`config.mk`:
```
export PLATFORM = sky130hd
export DESIGN_NAME = layer_renderer
export DESIGN_NICKNAME = d
export VERILOG_FILES = /design/src/logic/render_pkg.sv /design/src/logic/layer_cfg_if.sv /design/src/logic/pixel_job_if.sv /design/src/logic/fetch_addr.sv /design/src/logic/fetch_ctrl.sv /design/src/logic/layer_regs.sv /design/src/logic/layer_renderer.sv /design/src/logic/pixel_writer.sv
export SDC_FILE = /design/constraint.sdc
export NUM_CORES = 1
export LEC_CHECK = 0
export ABC_AREA = 1
export BUFFER_PORTS_ARGS = -buffer_cell sky130_fd_sc_hd__buf_2
export CAP_MARGIN = 30
export CELL_PAD_IN_SITES_DETAIL_PLACEMENT = 0
export CELL_PAD_IN_SITES_GLOBAL_PLACEMENT = 1
export CORE_MARGIN = 5
export CORE_UTILIZATION = 42
export CTS_CLUSTER_SIZE = 16
export DETAILED_ROUTE_END_ITERATION = 7
export PLACE_DENSITY_LB_ADDON = 0.1
export SETUP_SLACK_MARGIN = 0.4
export SLEW_MARGIN = 30
export SYNTH_ARGS = -nofsm -noshare
export SYNTH_HDL_FRONTEND = slang
export SYNTH_SLANG_ARGS = --single-unit
```
`constraint.sdc`:
```
create_clock -name clk -period 8.4 [get_ports clk]
set_input_delay 0.42 -clock clk [delete_from_list [all_inputs] [get_ports clk]]
set_output_delay 0.42 -clock clk [all_outputs]
set_load 0.03 [all_outputs]
```
`src/logic/render_pkg.sv`:
```
package render_pkg;

    // Widths and limits
    localparam int LINE_PIXELS = 640;
    localparam int REG_ADDR_W  = 4;
    localparam int REG_DATA_W  = 8;
    localparam int BUS_ADDR_W  = 18;
    localparam int BUS_DATA_W  = 32;
    localparam int LB_IDX_W    = 10;

    ////////////////////////////////////////
    // Register map
    ////////////////////////////////////////
    localparam logic [REG_ADDR_W-1:0] REG_CTRL0       = 4'h0;
    localparam logic [REG_ADDR_W-1:0] REG_CTRL1       = 4'h1;
    localparam logic [REG_ADDR_W-1:0] REG_MAP_BASE_L  = 4'h2;
    localparam logic [REG_ADDR_W-1:0] REG_MAP_BASE_H  = 4'h3;
    localparam logic [REG_ADDR_W-1:0] REG_TILE_BASE_L = 4'h4;
    localparam logic [REG_ADDR_W-1:0] REG_TILE_BASE_H = 4'h5;
    localparam logic [REG_ADDR_W-1:0] REG_HSCROLL_L   = 4'h6;
    localparam logic [REG_ADDR_W-1:0] REG_HSCROLL_H   = 4'h7;
    localparam logic [REG_ADDR_W-1:0] REG_VSCROLL_L   = 4'h8;
    localparam logic [REG_ADDR_W-1:0] REG_VSCROLL_H   = 4'h9;

    // Mode codes, CTRL0 bit 0
    localparam logic MODE_1BPP = 1'b0;
    localparam logic MODE_4BPP = 1'b1;

    localparam logic [15:0] TILE_BASE_RESET = 16'h8000;

    // Fetch FSM states
    localparam logic [2:0] ST_IDLE       = 3'd0;
    localparam logic [2:0] ST_FETCH_MAP  = 3'd1;
    localparam logic [2:0] ST_WAIT_MAP   = 3'd2;
    localparam logic [2:0] ST_FETCH_TILE = 3'd3;
    localparam logic [2:0] ST_WAIT_TILE  = 3'd4;
    localparam logic [2:0] ST_ISSUE      = 3'd5;

    typedef enum logic {
        RENDER_1BPP = MODE_1BPP,
        RENDER_4BPP = MODE_4BPP
    } render_mode_t;

    // One map halfword, read differently per mode
    typedef union packed {
        struct packed {
            logic [3:0] bg;
            logic [3:0] fg;
            logic [7:0] tile;
        } attr1;
        struct packed {
            logic [3:0] palette;
            logic [1:0] rsvd;
            logic [9:0] tile;
        } attr4;
    } map_entry_t;

endpackage

```
`src/logic/layer_cfg_if.sv`:
```
interface layer_cfg_if;

    render_pkg::render_mode_t mode;
    logic [1:0]               map_width;
    logic [1:0]               map_height;
    logic [15:0]              map_base;
    logic [15:0]              tile_base;
    logic [11:0]              hscroll;
    logic [11:0]              vscroll;

    // Register file side
    modport regs (
        output mode, map_width, map_height, map_base, tile_base, hscroll, vscroll
    );

    // Datapath side
    modport user (
        input mode, map_width, map_height, map_base, tile_base, hscroll, vscroll
    );

endinterface

```
`src/logic/pixel_job_if.sv`:
```
interface pixel_job_if;

    logic                   start;
    logic [31:0]            row_data;
    render_pkg::map_entry_t entry;
    logic                   busy;
    logic                   line_done;

    // Fetch control hands out one tile row at a time
    modport ctrl (
        output start, row_data, entry,
        input  busy, line_done
    );

    modport pix (
        input  start, row_data, entry,
        output busy, line_done
    );

endinterface

```
`src/logic/fetch_addr.sv`:
```
module fetch_addr (
    input  logic                              clk,
    input  logic                              rst,
    input  logic                              start_of_screen,
    input  logic                              start_of_line,
    layer_cfg_if.user                         cfg,
    input  logic [7:0]                        col,
    input  logic [render_pkg::BUS_DATA_W-1:0] map_word,
    output logic [render_pkg::BUS_ADDR_W-1:0] map_addr,
    output logic [render_pkg::BUS_ADDR_W-1:0] tile_addr,
    output render_pkg::map_entry_t            entry,
    output logic                              half_odd
);

    logic [11:0] line_r;
    logic [11:0] next_line_r;
    logic [11:0] line_base;
    logic [11:0] scrolled;
    logic [7:0]  map_row;
    logic [7:0]  map_col;
    logic [15:0] idx;

    // Line counter, a new screen starts again at line 0
    assign line_base = start_of_screen ? 12'd0 : next_line_r;

    always_ff @(posedge clk or posedge rst) begin
        if (rst) begin
            line_r      <= 12'd0;
            next_line_r <= 12'd0;
        end else if (start_of_line) begin
            line_r      <= line_base;
            next_line_r <= line_base + 12'd1;
        end else if (start_of_screen) begin
            next_line_r <= 12'd0;
        end
    end

    always_comb begin
        scrolled = line_r + cfg.vscroll;
        map_col  = col + cfg.hscroll[10:3];

        // Wrap row to the map height
        case (cfg.map_height)
            2'd0:    map_row = {3'b0, scrolled[7:3]};
            2'd1:    map_row = {2'b0, scrolled[8:3]};
            2'd2:    map_row = {1'b0, scrolled[9:3]};
            default: map_row = scrolled[10:3];
        endcase

        // Row times width plus wrapped column
        case (cfg.map_width)
            2'd0:    idx = {3'b0, map_row, map_col[4:0]};
            2'd1:    idx = {2'b0, map_row, map_col[5:0]};
            2'd2:    idx = {1'b0, map_row, map_col[6:0]};
            default: idx = {map_row, map_col};
        endcase

        half_odd = idx[0];
        map_addr = {cfg.map_base + {1'b0, idx[15:1]}, 2'b00};
        entry    = half_odd ? map_word[31:16] : map_word[15:0];

        // 1bpp keeps the row byte in the low address bits
        if (cfg.mode == render_pkg::RENDER_4BPP) begin
            tile_addr = {cfg.tile_base, 2'b00} + {3'b0, entry.attr4.tile, scrolled[2:0], 2'b00};
        end else begin
            tile_addr = {cfg.tile_base, 2'b00} + {7'b0, entry.attr1.tile, scrolled[2:0]};
        end
    end

endmodule

```
`src/logic/fetch_ctrl.sv`:
```
module fetch_ctrl (
    input  logic                              clk,
    input  logic                              rst,
    input  logic                              start_of_line,
    input  logic [render_pkg::BUS_DATA_W-1:0] bus_rddata,
    input  logic                              bus_ack,
    input  logic [render_pkg::BUS_ADDR_W-1:0] map_addr,
    input  logic [render_pkg::BUS_ADDR_W-1:0] tile_addr,
    input  logic                              half_odd,
    input  render_pkg::map_entry_t            entry,
    layer_cfg_if.user                         cfg,
    pixel_job_if.ctrl                         job,
    output logic [render_pkg::BUS_ADDR_W-1:0] bus_addr,
    output logic                              bus_strobe,
    output logic [7:0]                        col,
    output logic [render_pkg::BUS_DATA_W-1:0] map_word
);

    logic [2:0]  state;
    logic        strobe_r;
    logic        issue;
    logic [1:0]  byte_sel;
    logic [31:0] tile_word;
    logic [7:0]  row_byte;

    // Strobe falls in the ack cycle
    assign bus_strobe = strobe_r && !bus_ack;
    assign issue      = (state == render_pkg::ST_ISSUE) && !job.busy && !job.line_done;
    assign row_byte   = tile_word[{byte_sel, 3'b000} +: 8];

    ////////////////////////////////////////
    // Fetch FSM
    ////////////////////////////////////////
    always_ff @(posedge clk or posedge rst) begin
        if (rst) begin
            state     <= render_pkg::ST_IDLE;
            strobe_r  <= 1'b0;
            col       <= 8'd0;
            job.start <= 1'b0;
        end else begin
            job.start <= 1'b0;
            case (state)
                render_pkg::ST_FETCH_MAP: begin
                    strobe_r <= 1'b1;
                    state    <= render_pkg::ST_WAIT_MAP;
                end
                render_pkg::ST_WAIT_MAP: begin
                    if (bus_ack) begin
                        strobe_r <= 1'b0;
                        state    <= render_pkg::ST_FETCH_TILE;
                    end
                end
                render_pkg::ST_FETCH_TILE: begin
                    strobe_r <= 1'b1;
                    state    <= render_pkg::ST_WAIT_TILE;
                end
                render_pkg::ST_WAIT_TILE: begin
                    if (bus_ack) begin
                        strobe_r <= 1'b0;
                        state    <= render_pkg::ST_ISSUE;
                    end
                end
                render_pkg::ST_ISSUE: begin
                    // Odd half used up, next column needs a new map word
                    if (issue) begin
                        job.start <= 1'b1;
                        col       <= col + 8'd1;
                        state     <= half_odd ? render_pkg::ST_FETCH_MAP
                                              : render_pkg::ST_FETCH_TILE;
                    end
                end
                default: ;
            endcase

            // Stop only between bus cycles
            if (job.line_done && !strobe_r) begin
                state    <= render_pkg::ST_IDLE;
                strobe_r <= 1'b0;
            end

            if (start_of_line) begin
                state    <= render_pkg::ST_FETCH_MAP;
                strobe_r <= 1'b0;
                col      <= 8'd0;
            end
        end
    end

    // Address, fetched words and job payload
    always_ff @(posedge clk) begin
        if (state == render_pkg::ST_FETCH_MAP) begin
            bus_addr <= map_addr;
        end
        if (state == render_pkg::ST_FETCH_TILE) begin
            bus_addr <= {tile_addr[render_pkg::BUS_ADDR_W-1:2], 2'b00};
            byte_sel <= tile_addr[1:0];
        end
        if (state == render_pkg::ST_WAIT_MAP && bus_ack) begin
            map_word <= bus_rddata;
        end
        if (state == render_pkg::ST_WAIT_TILE && bus_ack) begin
            tile_word <= bus_rddata;
        end
        if (issue) begin
            job.row_data <= (cfg.mode == render_pkg::RENDER_4BPP) ? tile_word
                                                                  : {24'b0, row_byte};
            job.entry    <= entry;
        end
    end

endmodule

```
`src/logic/layer_regs.sv`:
```
module layer_regs (
    input  logic                              clk,
    input  logic                              rst,
    input  logic [render_pkg::REG_ADDR_W-1:0] regs_addr,
    input  logic [render_pkg::REG_DATA_W-1:0] regs_wrdata,
    input  logic                              regs_write,
    output logic [render_pkg::REG_DATA_W-1:0] regs_rddata,
    layer_cfg_if.regs                         cfg
);

    ////////////////////////////////////////
    // Readback
    ////////////////////////////////////////
    always_comb begin
        case (regs_addr)
            render_pkg::REG_CTRL0:       regs_rddata = {7'b0, cfg.mode};
            render_pkg::REG_CTRL1:       regs_rddata = {4'b0, cfg.map_height, cfg.map_width};
            render_pkg::REG_MAP_BASE_L:  regs_rddata = cfg.map_base[7:0];
            render_pkg::REG_MAP_BASE_H:  regs_rddata = cfg.map_base[15:8];
            render_pkg::REG_TILE_BASE_L: regs_rddata = cfg.tile_base[7:0];
            render_pkg::REG_TILE_BASE_H: regs_rddata = cfg.tile_base[15:8];
            render_pkg::REG_HSCROLL_L:   regs_rddata = cfg.hscroll[7:0];
            render_pkg::REG_HSCROLL_H:   regs_rddata = {4'b0, cfg.hscroll[11:8]};
            render_pkg::REG_VSCROLL_L:   regs_rddata = cfg.vscroll[7:0];
            render_pkg::REG_VSCROLL_H:   regs_rddata = {4'b0, cfg.vscroll[11:8]};
            default:                     regs_rddata = 8'h00;
        endcase
    end

    ////////////////////////////////////////
    // Byte writes
    ////////////////////////////////////////
    always_ff @(posedge clk or posedge rst) begin
        if (rst) begin
            cfg.mode       <= render_pkg::RENDER_1BPP;
            cfg.map_width  <= 2'd0;
            cfg.map_height <= 2'd0;
            cfg.map_base   <= 16'h0000;
            cfg.tile_base  <= render_pkg::TILE_BASE_RESET;
            cfg.hscroll    <= 12'd0;
            cfg.vscroll    <= 12'd0;
        end else if (regs_write) begin
            case (regs_addr)
                render_pkg::REG_CTRL0: begin
                    cfg.mode <= render_pkg::render_mode_t'(regs_wrdata[0]);
                end
                render_pkg::REG_CTRL1: begin
                    cfg.map_height <= regs_wrdata[3:2];
                    cfg.map_width  <= regs_wrdata[1:0];
                end
                render_pkg::REG_MAP_BASE_L:  cfg.map_base[7:0]   <= regs_wrdata;
                render_pkg::REG_MAP_BASE_H:  cfg.map_base[15:8]  <= regs_wrdata;
                render_pkg::REG_TILE_BASE_L: cfg.tile_base[7:0]  <= regs_wrdata;
                render_pkg::REG_TILE_BASE_H: cfg.tile_base[15:8] <= regs_wrdata;
                render_pkg::REG_HSCROLL_L:   cfg.hscroll[7:0]    <= regs_wrdata;
                render_pkg::REG_HSCROLL_H:   cfg.hscroll[11:8]   <= regs_wrdata[3:0];
                render_pkg::REG_VSCROLL_L:   cfg.vscroll[7:0]    <= regs_wrdata;
                render_pkg::REG_VSCROLL_H:   cfg.vscroll[11:8]   <= regs_wrdata[3:0];
                default: ;
            endcase
        end
    end

endmodule

```
`src/logic/layer_renderer.sv`:
```
module layer_renderer (
    input  logic                              clk,
    input  logic                              rst,
    input  logic                              start_of_screen,
    input  logic                              start_of_line,
    input  logic [render_pkg::REG_ADDR_W-1:0] regs_addr,
    input  logic [render_pkg::REG_DATA_W-1:0] regs_wrdata,
    input  logic                              regs_write,
    output logic [render_pkg::REG_DATA_W-1:0] regs_rddata,
    output logic [render_pkg::BUS_ADDR_W-1:0] bus_addr,
    input  logic [render_pkg::BUS_DATA_W-1:0] bus_rddata,
    output logic                              bus_strobe,
    input  logic                              bus_ack,
    output logic [render_pkg::LB_IDX_W-1:0]   linebuf_wridx,
    output logic [7:0]                        linebuf_wrdata,
    output logic                              linebuf_wren
);

    logic [7:0]                        col;
    logic [render_pkg::BUS_DATA_W-1:0] map_word;
    logic [render_pkg::BUS_ADDR_W-1:0] map_addr;
    logic [render_pkg::BUS_ADDR_W-1:0] tile_addr;
    render_pkg::map_entry_t            entry;
    logic                              half_odd;

    layer_cfg_if cfg ();
    pixel_job_if job ();

    layer_regs regs0 (
        .clk(clk), .rst(rst), .regs_addr(regs_addr), .regs_wrdata(regs_wrdata),
        .regs_write(regs_write), .regs_rddata(regs_rddata), .cfg(cfg)
    );

    fetch_addr addr0 (
        .clk(clk), .rst(rst), .start_of_screen(start_of_screen),
        .start_of_line(start_of_line), .cfg(cfg), .col(col), .map_word(map_word),
        .map_addr(map_addr), .tile_addr(tile_addr), .entry(entry), .half_odd(half_odd)
    );

    fetch_ctrl ctrl0 (
        .clk(clk), .rst(rst), .start_of_line(start_of_line), .bus_rddata(bus_rddata),
        .bus_ack(bus_ack), .map_addr(map_addr), .tile_addr(tile_addr),
        .half_odd(half_odd), .entry(entry), .cfg(cfg), .job(job), .bus_addr(bus_addr),
        .bus_strobe(bus_strobe), .col(col), .map_word(map_word)
    );

    pixel_writer pix0 (
        .clk(clk), .rst(rst), .start_of_line(start_of_line), .cfg(cfg), .job(job),
        .linebuf_wridx(linebuf_wridx), .linebuf_wrdata(linebuf_wrdata),
        .linebuf_wren(linebuf_wren)
    );

endmodule

```
`src/logic/pixel_writer.sv`:
```
module pixel_writer (
    input  logic                            clk,
    input  logic                            rst,
    input  logic                            start_of_line,
    layer_cfg_if.user                       cfg,
    pixel_job_if.pix                        job,
    output logic [render_pkg::LB_IDX_W-1:0] linebuf_wridx,
    output logic [7:0]                      linebuf_wrdata,
    output logic                            linebuf_wren
);

    logic                            active;
    logic [2:0]                      cnt;
    logic [render_pkg::LB_IDX_W-1:0] lb_idx;
    logic [31:0]                     row_r;
    render_pkg::map_entry_t          entry_r;
    logic [3:0]                      nib;
    logic                            bit_1bpp;
    logic [7:0]                      pix;
    logic                            write;

    assign job.line_done = (lb_idx == render_pkg::LB_IDX_W'(render_pkg::LINE_PIXELS));

    // Free during the last pixel so jobs can run back to back
    assign job.busy = active && (cnt != 3'd7);
    assign write    = active && !job.line_done;

    ////////////////////////////////////////
    // Pixel decode
    ////////////////////////////////////////
    always_comb begin
        // High nibble of each byte first
        nib      = row_r[{cnt[2:1], ~cnt[0], 2'b00} +: 4];
        bit_1bpp = row_r[~cnt];
        if (cfg.mode == render_pkg::RENDER_4BPP) begin
            pix = (nib != 4'h0) ? {entry_r.attr4.palette, nib} : 8'h00;
        end else begin
            pix = bit_1bpp ? {4'h0, entry_r.attr1.fg} : {4'h0, entry_r.attr1.bg};
        end
    end

    always_ff @(posedge clk or posedge rst) begin
        if (rst) begin
            active       <= 1'b0;
            cnt          <= 3'd0;
            lb_idx       <= '0;
            linebuf_wren <= 1'b0;
        end else begin
            linebuf_wren <= write;
            if (write) begin
                lb_idx <= lb_idx + 1'b1;
                cnt    <= cnt + 3'd1;
                if (cnt == 3'd7) begin
                    active <= 1'b0;
                end
            end else if (job.line_done) begin
                active <= 1'b0;
            end
            if (job.start) begin
                active <= 1'b1;
                cnt    <= 3'd0;
            end
            if (start_of_line) begin
                active <= 1'b0;
                lb_idx <= '0;
            end
        end
    end

    // Job capture and line buffer payload
    always_ff @(posedge clk) begin
        if (job.start) begin
            row_r   <= job.row_data;
            entry_r <= job.entry;
        end
        if (write) begin
            linebuf_wridx  <= lb_idx;
            linebuf_wrdata <= pix;
        end
    end

endmodule

```
# Yosys cells after proc, flatten, opt, wreduce, memory -nomap -nowiden
# Index checks and enable logic that the tools add are counted.
# classes
n_mux	40
n_bitwise	2
reduce_logical	40
order_cmp	1
addsub	9
eq_ne	26
n_shift	2
# ops
operator	n
$pmux 8 s10	1
$mux 18	3
$mux 8	6
$pmux 16 s3	1
$shiftx 32x6->4	1
$shiftx 32x6->8	1
$reduce_and 2->1	13
$mux 12	2
$pmux 8 s3	1
$mux 3	7
$mux 10	2
$add 18x11->18	1
$add 18x15->18	1
$add 16x15->16	1
$eq 4x3->1 const B	4
$mux 16	1
$pmux 3 s5	1
$add 12x1->12 const B	1
$ne 4x3->1 const B	3
$reduce_bool 4->1	3
$add 11x11->11	1
$mux 1	11
$add 10x1->10 const B	1
$eq 10x10->1 const B	1
other kinds (29)	52
# word_totals
wordCells	152
out_inout_bits	46
in_bits	50
regBits	308

# Longest topological paths before layout
# logic_depth
depth_word	9
depth_mapped	23

# By module
# A second synthesis with hierarchy kept.
# unflattened
hier_cells	1733
area_unflattened_um2	15627.5
# modules_own_cells
mod	cells_each	n_inst	area_each_um2	seq_area_each_um2
fetch_ctrl	427	1	5499.0	4269.1
fetch_addr	642	1	3925.0	550.5
pixel_writer	297	1	3168.0	2117.0
layer_regs	367	1	3035.4	1527.7

# Worst setup path after synthesis
# Ideal clock, no wire load.
# synth_timing
path_kind	reg-to-reg
from	reg addr0.line_r[0]
to	reg ctrl0.bus_addr[12] (netlist name) (data pin)
synth_period_minus_slack_ns	3.156
n_path_buf	0
setup_time_ns	0.270
path_slack_ns	5.244
t_arrival_ns	2.887
stages_incl_launch_ff	16
path_cell_list	dfrtp_1 -> ha_1 -> fa_1 -> nand3_1 -> nand3_1 -> xor2_1 -> a22o_1 -> o21bai_1 -> ha_1 -> a21oi_1 -> o21ai_0 -> nand2_1 -> nand3_1 -> or2_2 -> nand3_1 -> o21ai_0
# synth_between
elab_chain_cells	6
# synth_rtl
element	line	source
start: declaration	fetch_addr.sv:15	logic [11:0] line_r;
start signal: assignment	fetch_addr.sv:31	line_r <= line_base;
$add 11x11->11 *	fetch_addr.sv:39	scrolled = line_r + cfg.vscroll;
$pmux 8 s3	fetch_addr.sv:43	case (cfg.map_height)
$pmux 16 s3	fetch_addr.sv:51	case (cfg.map_width)
$add 16x15->16	fetch_addr.sv:59	map_addr = {cfg.map_base + {1'b0, idx[15:1]}, 2'b00};
$mux 18	fetch_ctrl.sv:91	if (state == render_pkg::ST_FETCH_MAP) begin
$mux 18 *	fetch_ctrl.sv:94	if (state == render_pkg::ST_FETCH_TILE) begin
end signal: assignment	fetch_ctrl.sv:92	bus_addr <= map_addr;
end signal: assignment	fetch_ctrl.sv:95	bus_addr <= {tile_addr[render_pkg::BUS_ADDR_W-1:2], 2'b00};
end: declaration	fetch_ctrl.sv:13	output logic [render_pkg::BUS_ADDR_W-1:0] bus_addr,
# Every way passes the cells marked *; elsewhere a longest branch is shown, timed or not. The select of a mux whose other input is x is not followed.
# A chain may end at the register's enable or synchronous reset.

# Worst setup path after layout
# layout_timing
from	reg regs0.cfg.vscroll[0]
to	reg ctrl0.bus_addr[12] (netlist name) (data pin)
# layout_between
elab_chain_cells	6
# layout_rtl
element	line	source
start: declaration	layer_cfg_if.sv:13	output mode, map_width, map_height, map_base, tile_base, hscroll, vscroll
start signal: assignment	layer_regs.sv:57	render_pkg::REG_VSCROLL_L: cfg.vscroll[7:0] <= regs_wrdata;
$add 11x11->11 *	fetch_addr.sv:39	
$pmux 8 s3	fetch_addr.sv:43	
$pmux 16 s3	fetch_addr.sv:51	
$add 16x15->16	fetch_addr.sv:59	
$mux 18	fetch_ctrl.sv:91	
$mux 18 *	fetch_ctrl.sv:94	
# Marked as above.

==> qor.txt <==
outcome = complete, no violations
Reg2Reg Setup Slack = 4.80 ns
final setup fails = 0
CTS tree = built
CTS resizes = 0
top post-synthesis cells by count = 428 x nand2_1, 180 x edfxtp_1, 171 x inv_1
Area contributors post-synth = edfxtp_1 37%, dfrtp_1 19%, nand2_1 11%
die width = 197 um
pin count of the biggest net entering global routing = 69
1st-iter DRT viols = 814
first-pass GRT wire length = 61900 um
Max Slew Vio Count = 0
RR Startpoint = regs0.cfg.vscroll[0]
CP Class = reg -> reg
hold wc startpoint = bus_rddata[26]
Post-DP Area = 0.0156 mm2
DP HPWL = 29800 um
asr flop ratio synth = 38.1%
Synth area leader = edfxtp_1
FMAX = 0.278 GHz
n_diodes = 0
Tightest Hold Check Type = in -> reg
GRT Total Usage = 20.5%
initial core utilization = 42.5%
Fillers = 3277
reg2reg path depth = 15
Routed Antenna Nets = 0
CTS Buf Count = 34
setup TNS = 0 ns
met2 WL = 17300 um
via/cell ratio = 5.10
top routing layer used = met4
Routed WL = 39800 um
share of layout cells above drive strength 1 = 11.2%
RSZ-0062 raised after global routing = no
CTS Sinks = 291
Site Rows = 68
# DRC = 0
Max Cap Viol = 0
Clock Skew = 0.0143 ns
cell count after synthesis = 1588
initial antenna violation count = 1
Synth top area share = 36.8%
Register Area = 0.00818 mm2
mean routed wirelength per cell = 18.4 um
Synth warnings = 0
synth unique cells = 50
M1 WL = 19200 um
Port Buffers = 93
Post-synth EDFFs = 180
PwrDens = 292 mW/mm2
PnR worst setup slack = 4.80 ns
gr ovfl total = 0
Main synth FF type = edfxtp_1
CP Launch Point = regs0.cfg.vscroll[0]
first drt pass iteration count = 5
Period minus WS final = 3.60 ns
via count = 11100
CP endpoint kind = flop
area grow syn2layout = 14.2%
RR Endpoint = ctrl0.bus_addr[12]
Least-Margin Pin Slew = 0.755 ns
relative slew slack = 49.7%
Core ar. = 0.0345 mm2
area of the multi-input gates = 0.00562 mm2
vias in the first global route = 10600
IO Pins = 96
Clock Path Buffers = 3
Die Area = 0.0388 mm2
Root Buffer = clkbuf_16
CP Max Fanout = 6
WP data required = 8.64 ns
H-Tree Level Count = 2
IR drop worst, VDD = 163 uV
syn avg cell area = 9.24 um2
pre-CTS setup slack = 4.80 ns
final net count = 1795
count leader, synth = nand2_1
DR WL met3 = 2370 um
leakage = 0.00756 uW
Die Y = 197 um
clock slew at reported path FFs = 0.06 ns
post-synthesis sequential area ratio = 55.8%
startpoint types = flop
fin util = 48.5%
end of the critical path = ctrl0.bus_addr[12]
Final Cell Area = 0.0168 mm2
cell area after synthesis = 0.0147 mm2
final hold violations = 0
clk_lat worst skew = 0.52 ns
worst path arrival time = 3.84 ns
synthesized flop and latch total = 291
gpl congestion = 0.897
Final period util = 42.9%
-- power breakdown --
group	switching, uW	internal [uW]	leakage [uW]
registers	172	1820	0.00311
logic	1010	428	0.00392
clock network	600	869	0.000536
total	1780	3120	0.00756
-- critical path: stages (launching register included) --
cell      delay, ns
dfrtp_1        0.40
ha_1           0.24
fa_1           0.43
nand3_1        0.11
nand3_1        0.13
xor2_1         0.35
a22o_1         0.20
o21bai_1       0.17
ha_1           0.35
a21oi_1        0.25
o21ai_0        0.12
nand2_1        0.07
nand3_1        0.07
or2_2          0.28
nand3_1        0.06
o21ai_0        0.09
-- layout by cell type (no fill, tap or decap), drive strengths merged, types with 2 or more instances in the layout --
master,netlist,layout
xnor2,8,8
a22o,4,4
xor2,19,19
o31ai,4,4
nand2,435,435
nand3,96,96
and2,2,2
bufinv,0,3
inv,181,181
a21o,2,2
edfxtp,180,180
a31oi,11,11
a21oi,63,63
conb,1,2
a32o,2,2
ha,53,53
clkinvlp,0,2
o21ai,173,173
dfrtp,110,110
fa,4,4
nand4,21,21
nor3,22,22
a221oi,8,8
nor2,106,106
nor4,2,2
clkinv,1,16
mux2i,12,12
clkbuf,20,41
o211ai,7,7
o22ai,3,3
or2,6,6
buf,20,102
o21bai,7,7
-- per-layer routing --
| layer | up-vias | track usage, % |
|---|---|---|
| met3 | 53 | 3.62 |
| met1 | 5137 | 31.1 |
| met4 | 0 | 5.26 |
| li1 | 5560 | - |
| met2 | 317 | 30.6 |
| met5 | - | 0 |
-- kinds of logic (layout without fill, tap and decap cells) --
group                    count (synthesis)  in the layout  synth area share (%)
other                                    1              2                0.0256
AO/OA/AOI/OAI                          286            286                  10.6
AND/OR/NAND/NOR                        691            691                  19.9
buffers and inverters                  222            346                  6.05
adder cells (fa/ha/maj)                 57             57                  5.06
flip-flops                             291            291                  55.8
XOR/XNOR                                27             27                  1.61
multiplexers                            13             13                 0.895
-- repair_timing --
action,4_1_cts,5_1_grt
hold endpoints to repair,43,0
buffers inserted,0,0
hold buffers,1,0
-- how the worst min path moves through the flow --
stage	to	cells past startpoint	slack, ns
after floorplan	pix0.entry_r[10]	0	0.40
after global placement	pix0.row_r[10]	0	0.40
after detailed placement	pix0.entry_r[11]	0	0.40
after CTS	ctrl0.tile_word[26]	1	0.07
after global routing	ctrl0.map_word[31]	1	0.07
final	ctrl0.map_word[26]	1	0.09
-- state kept, by name, summed over array words and instances, names as in the netlist, 8 cells and up --
register,flops
addr0.line_r,11
addr0.next_line_r,11
ctrl0.bus_addr,16
ctrl0.col,8
ctrl0.job.entry,8
ctrl0.job.row_data,32
ctrl0.map_word,32
ctrl0.tile_word,32
pix0.entry_r,8
pix0.lb_idx,10
pix0.linebuf_wrdata,8
pix0.linebuf_wridx,10
pix0.row_r,32
regs0.cfg.hscroll,12
regs0.cfg.map_base,16
regs0.cfg.tile_base,16
regs0.cfg.vscroll,12
-- cell type report --
type	instances	share of cell area (%)
clock buffer	41	5.42
clock inverter	20	1.20
inverter	182	4.09
multi-input combinational	1076	33.5
sequential	291	48.8
tap	455	3.40
timing repair buffer	103	3.55
-- per-stage QoR --
stage          hold slack (ns)  total power (uW)  cells
6_report                0.0898              4900   2168
3_3_place_gp             0.403              3450   2103
4_1_cts                 0.0668              4950   2168
3_5_place_dp             0.405              3460   2106
5_1_grt                 0.0741              5210   2168
2_1_floorplan            0.400              2970   1589
Note: power is estimated with default switching activity, not from simulation.
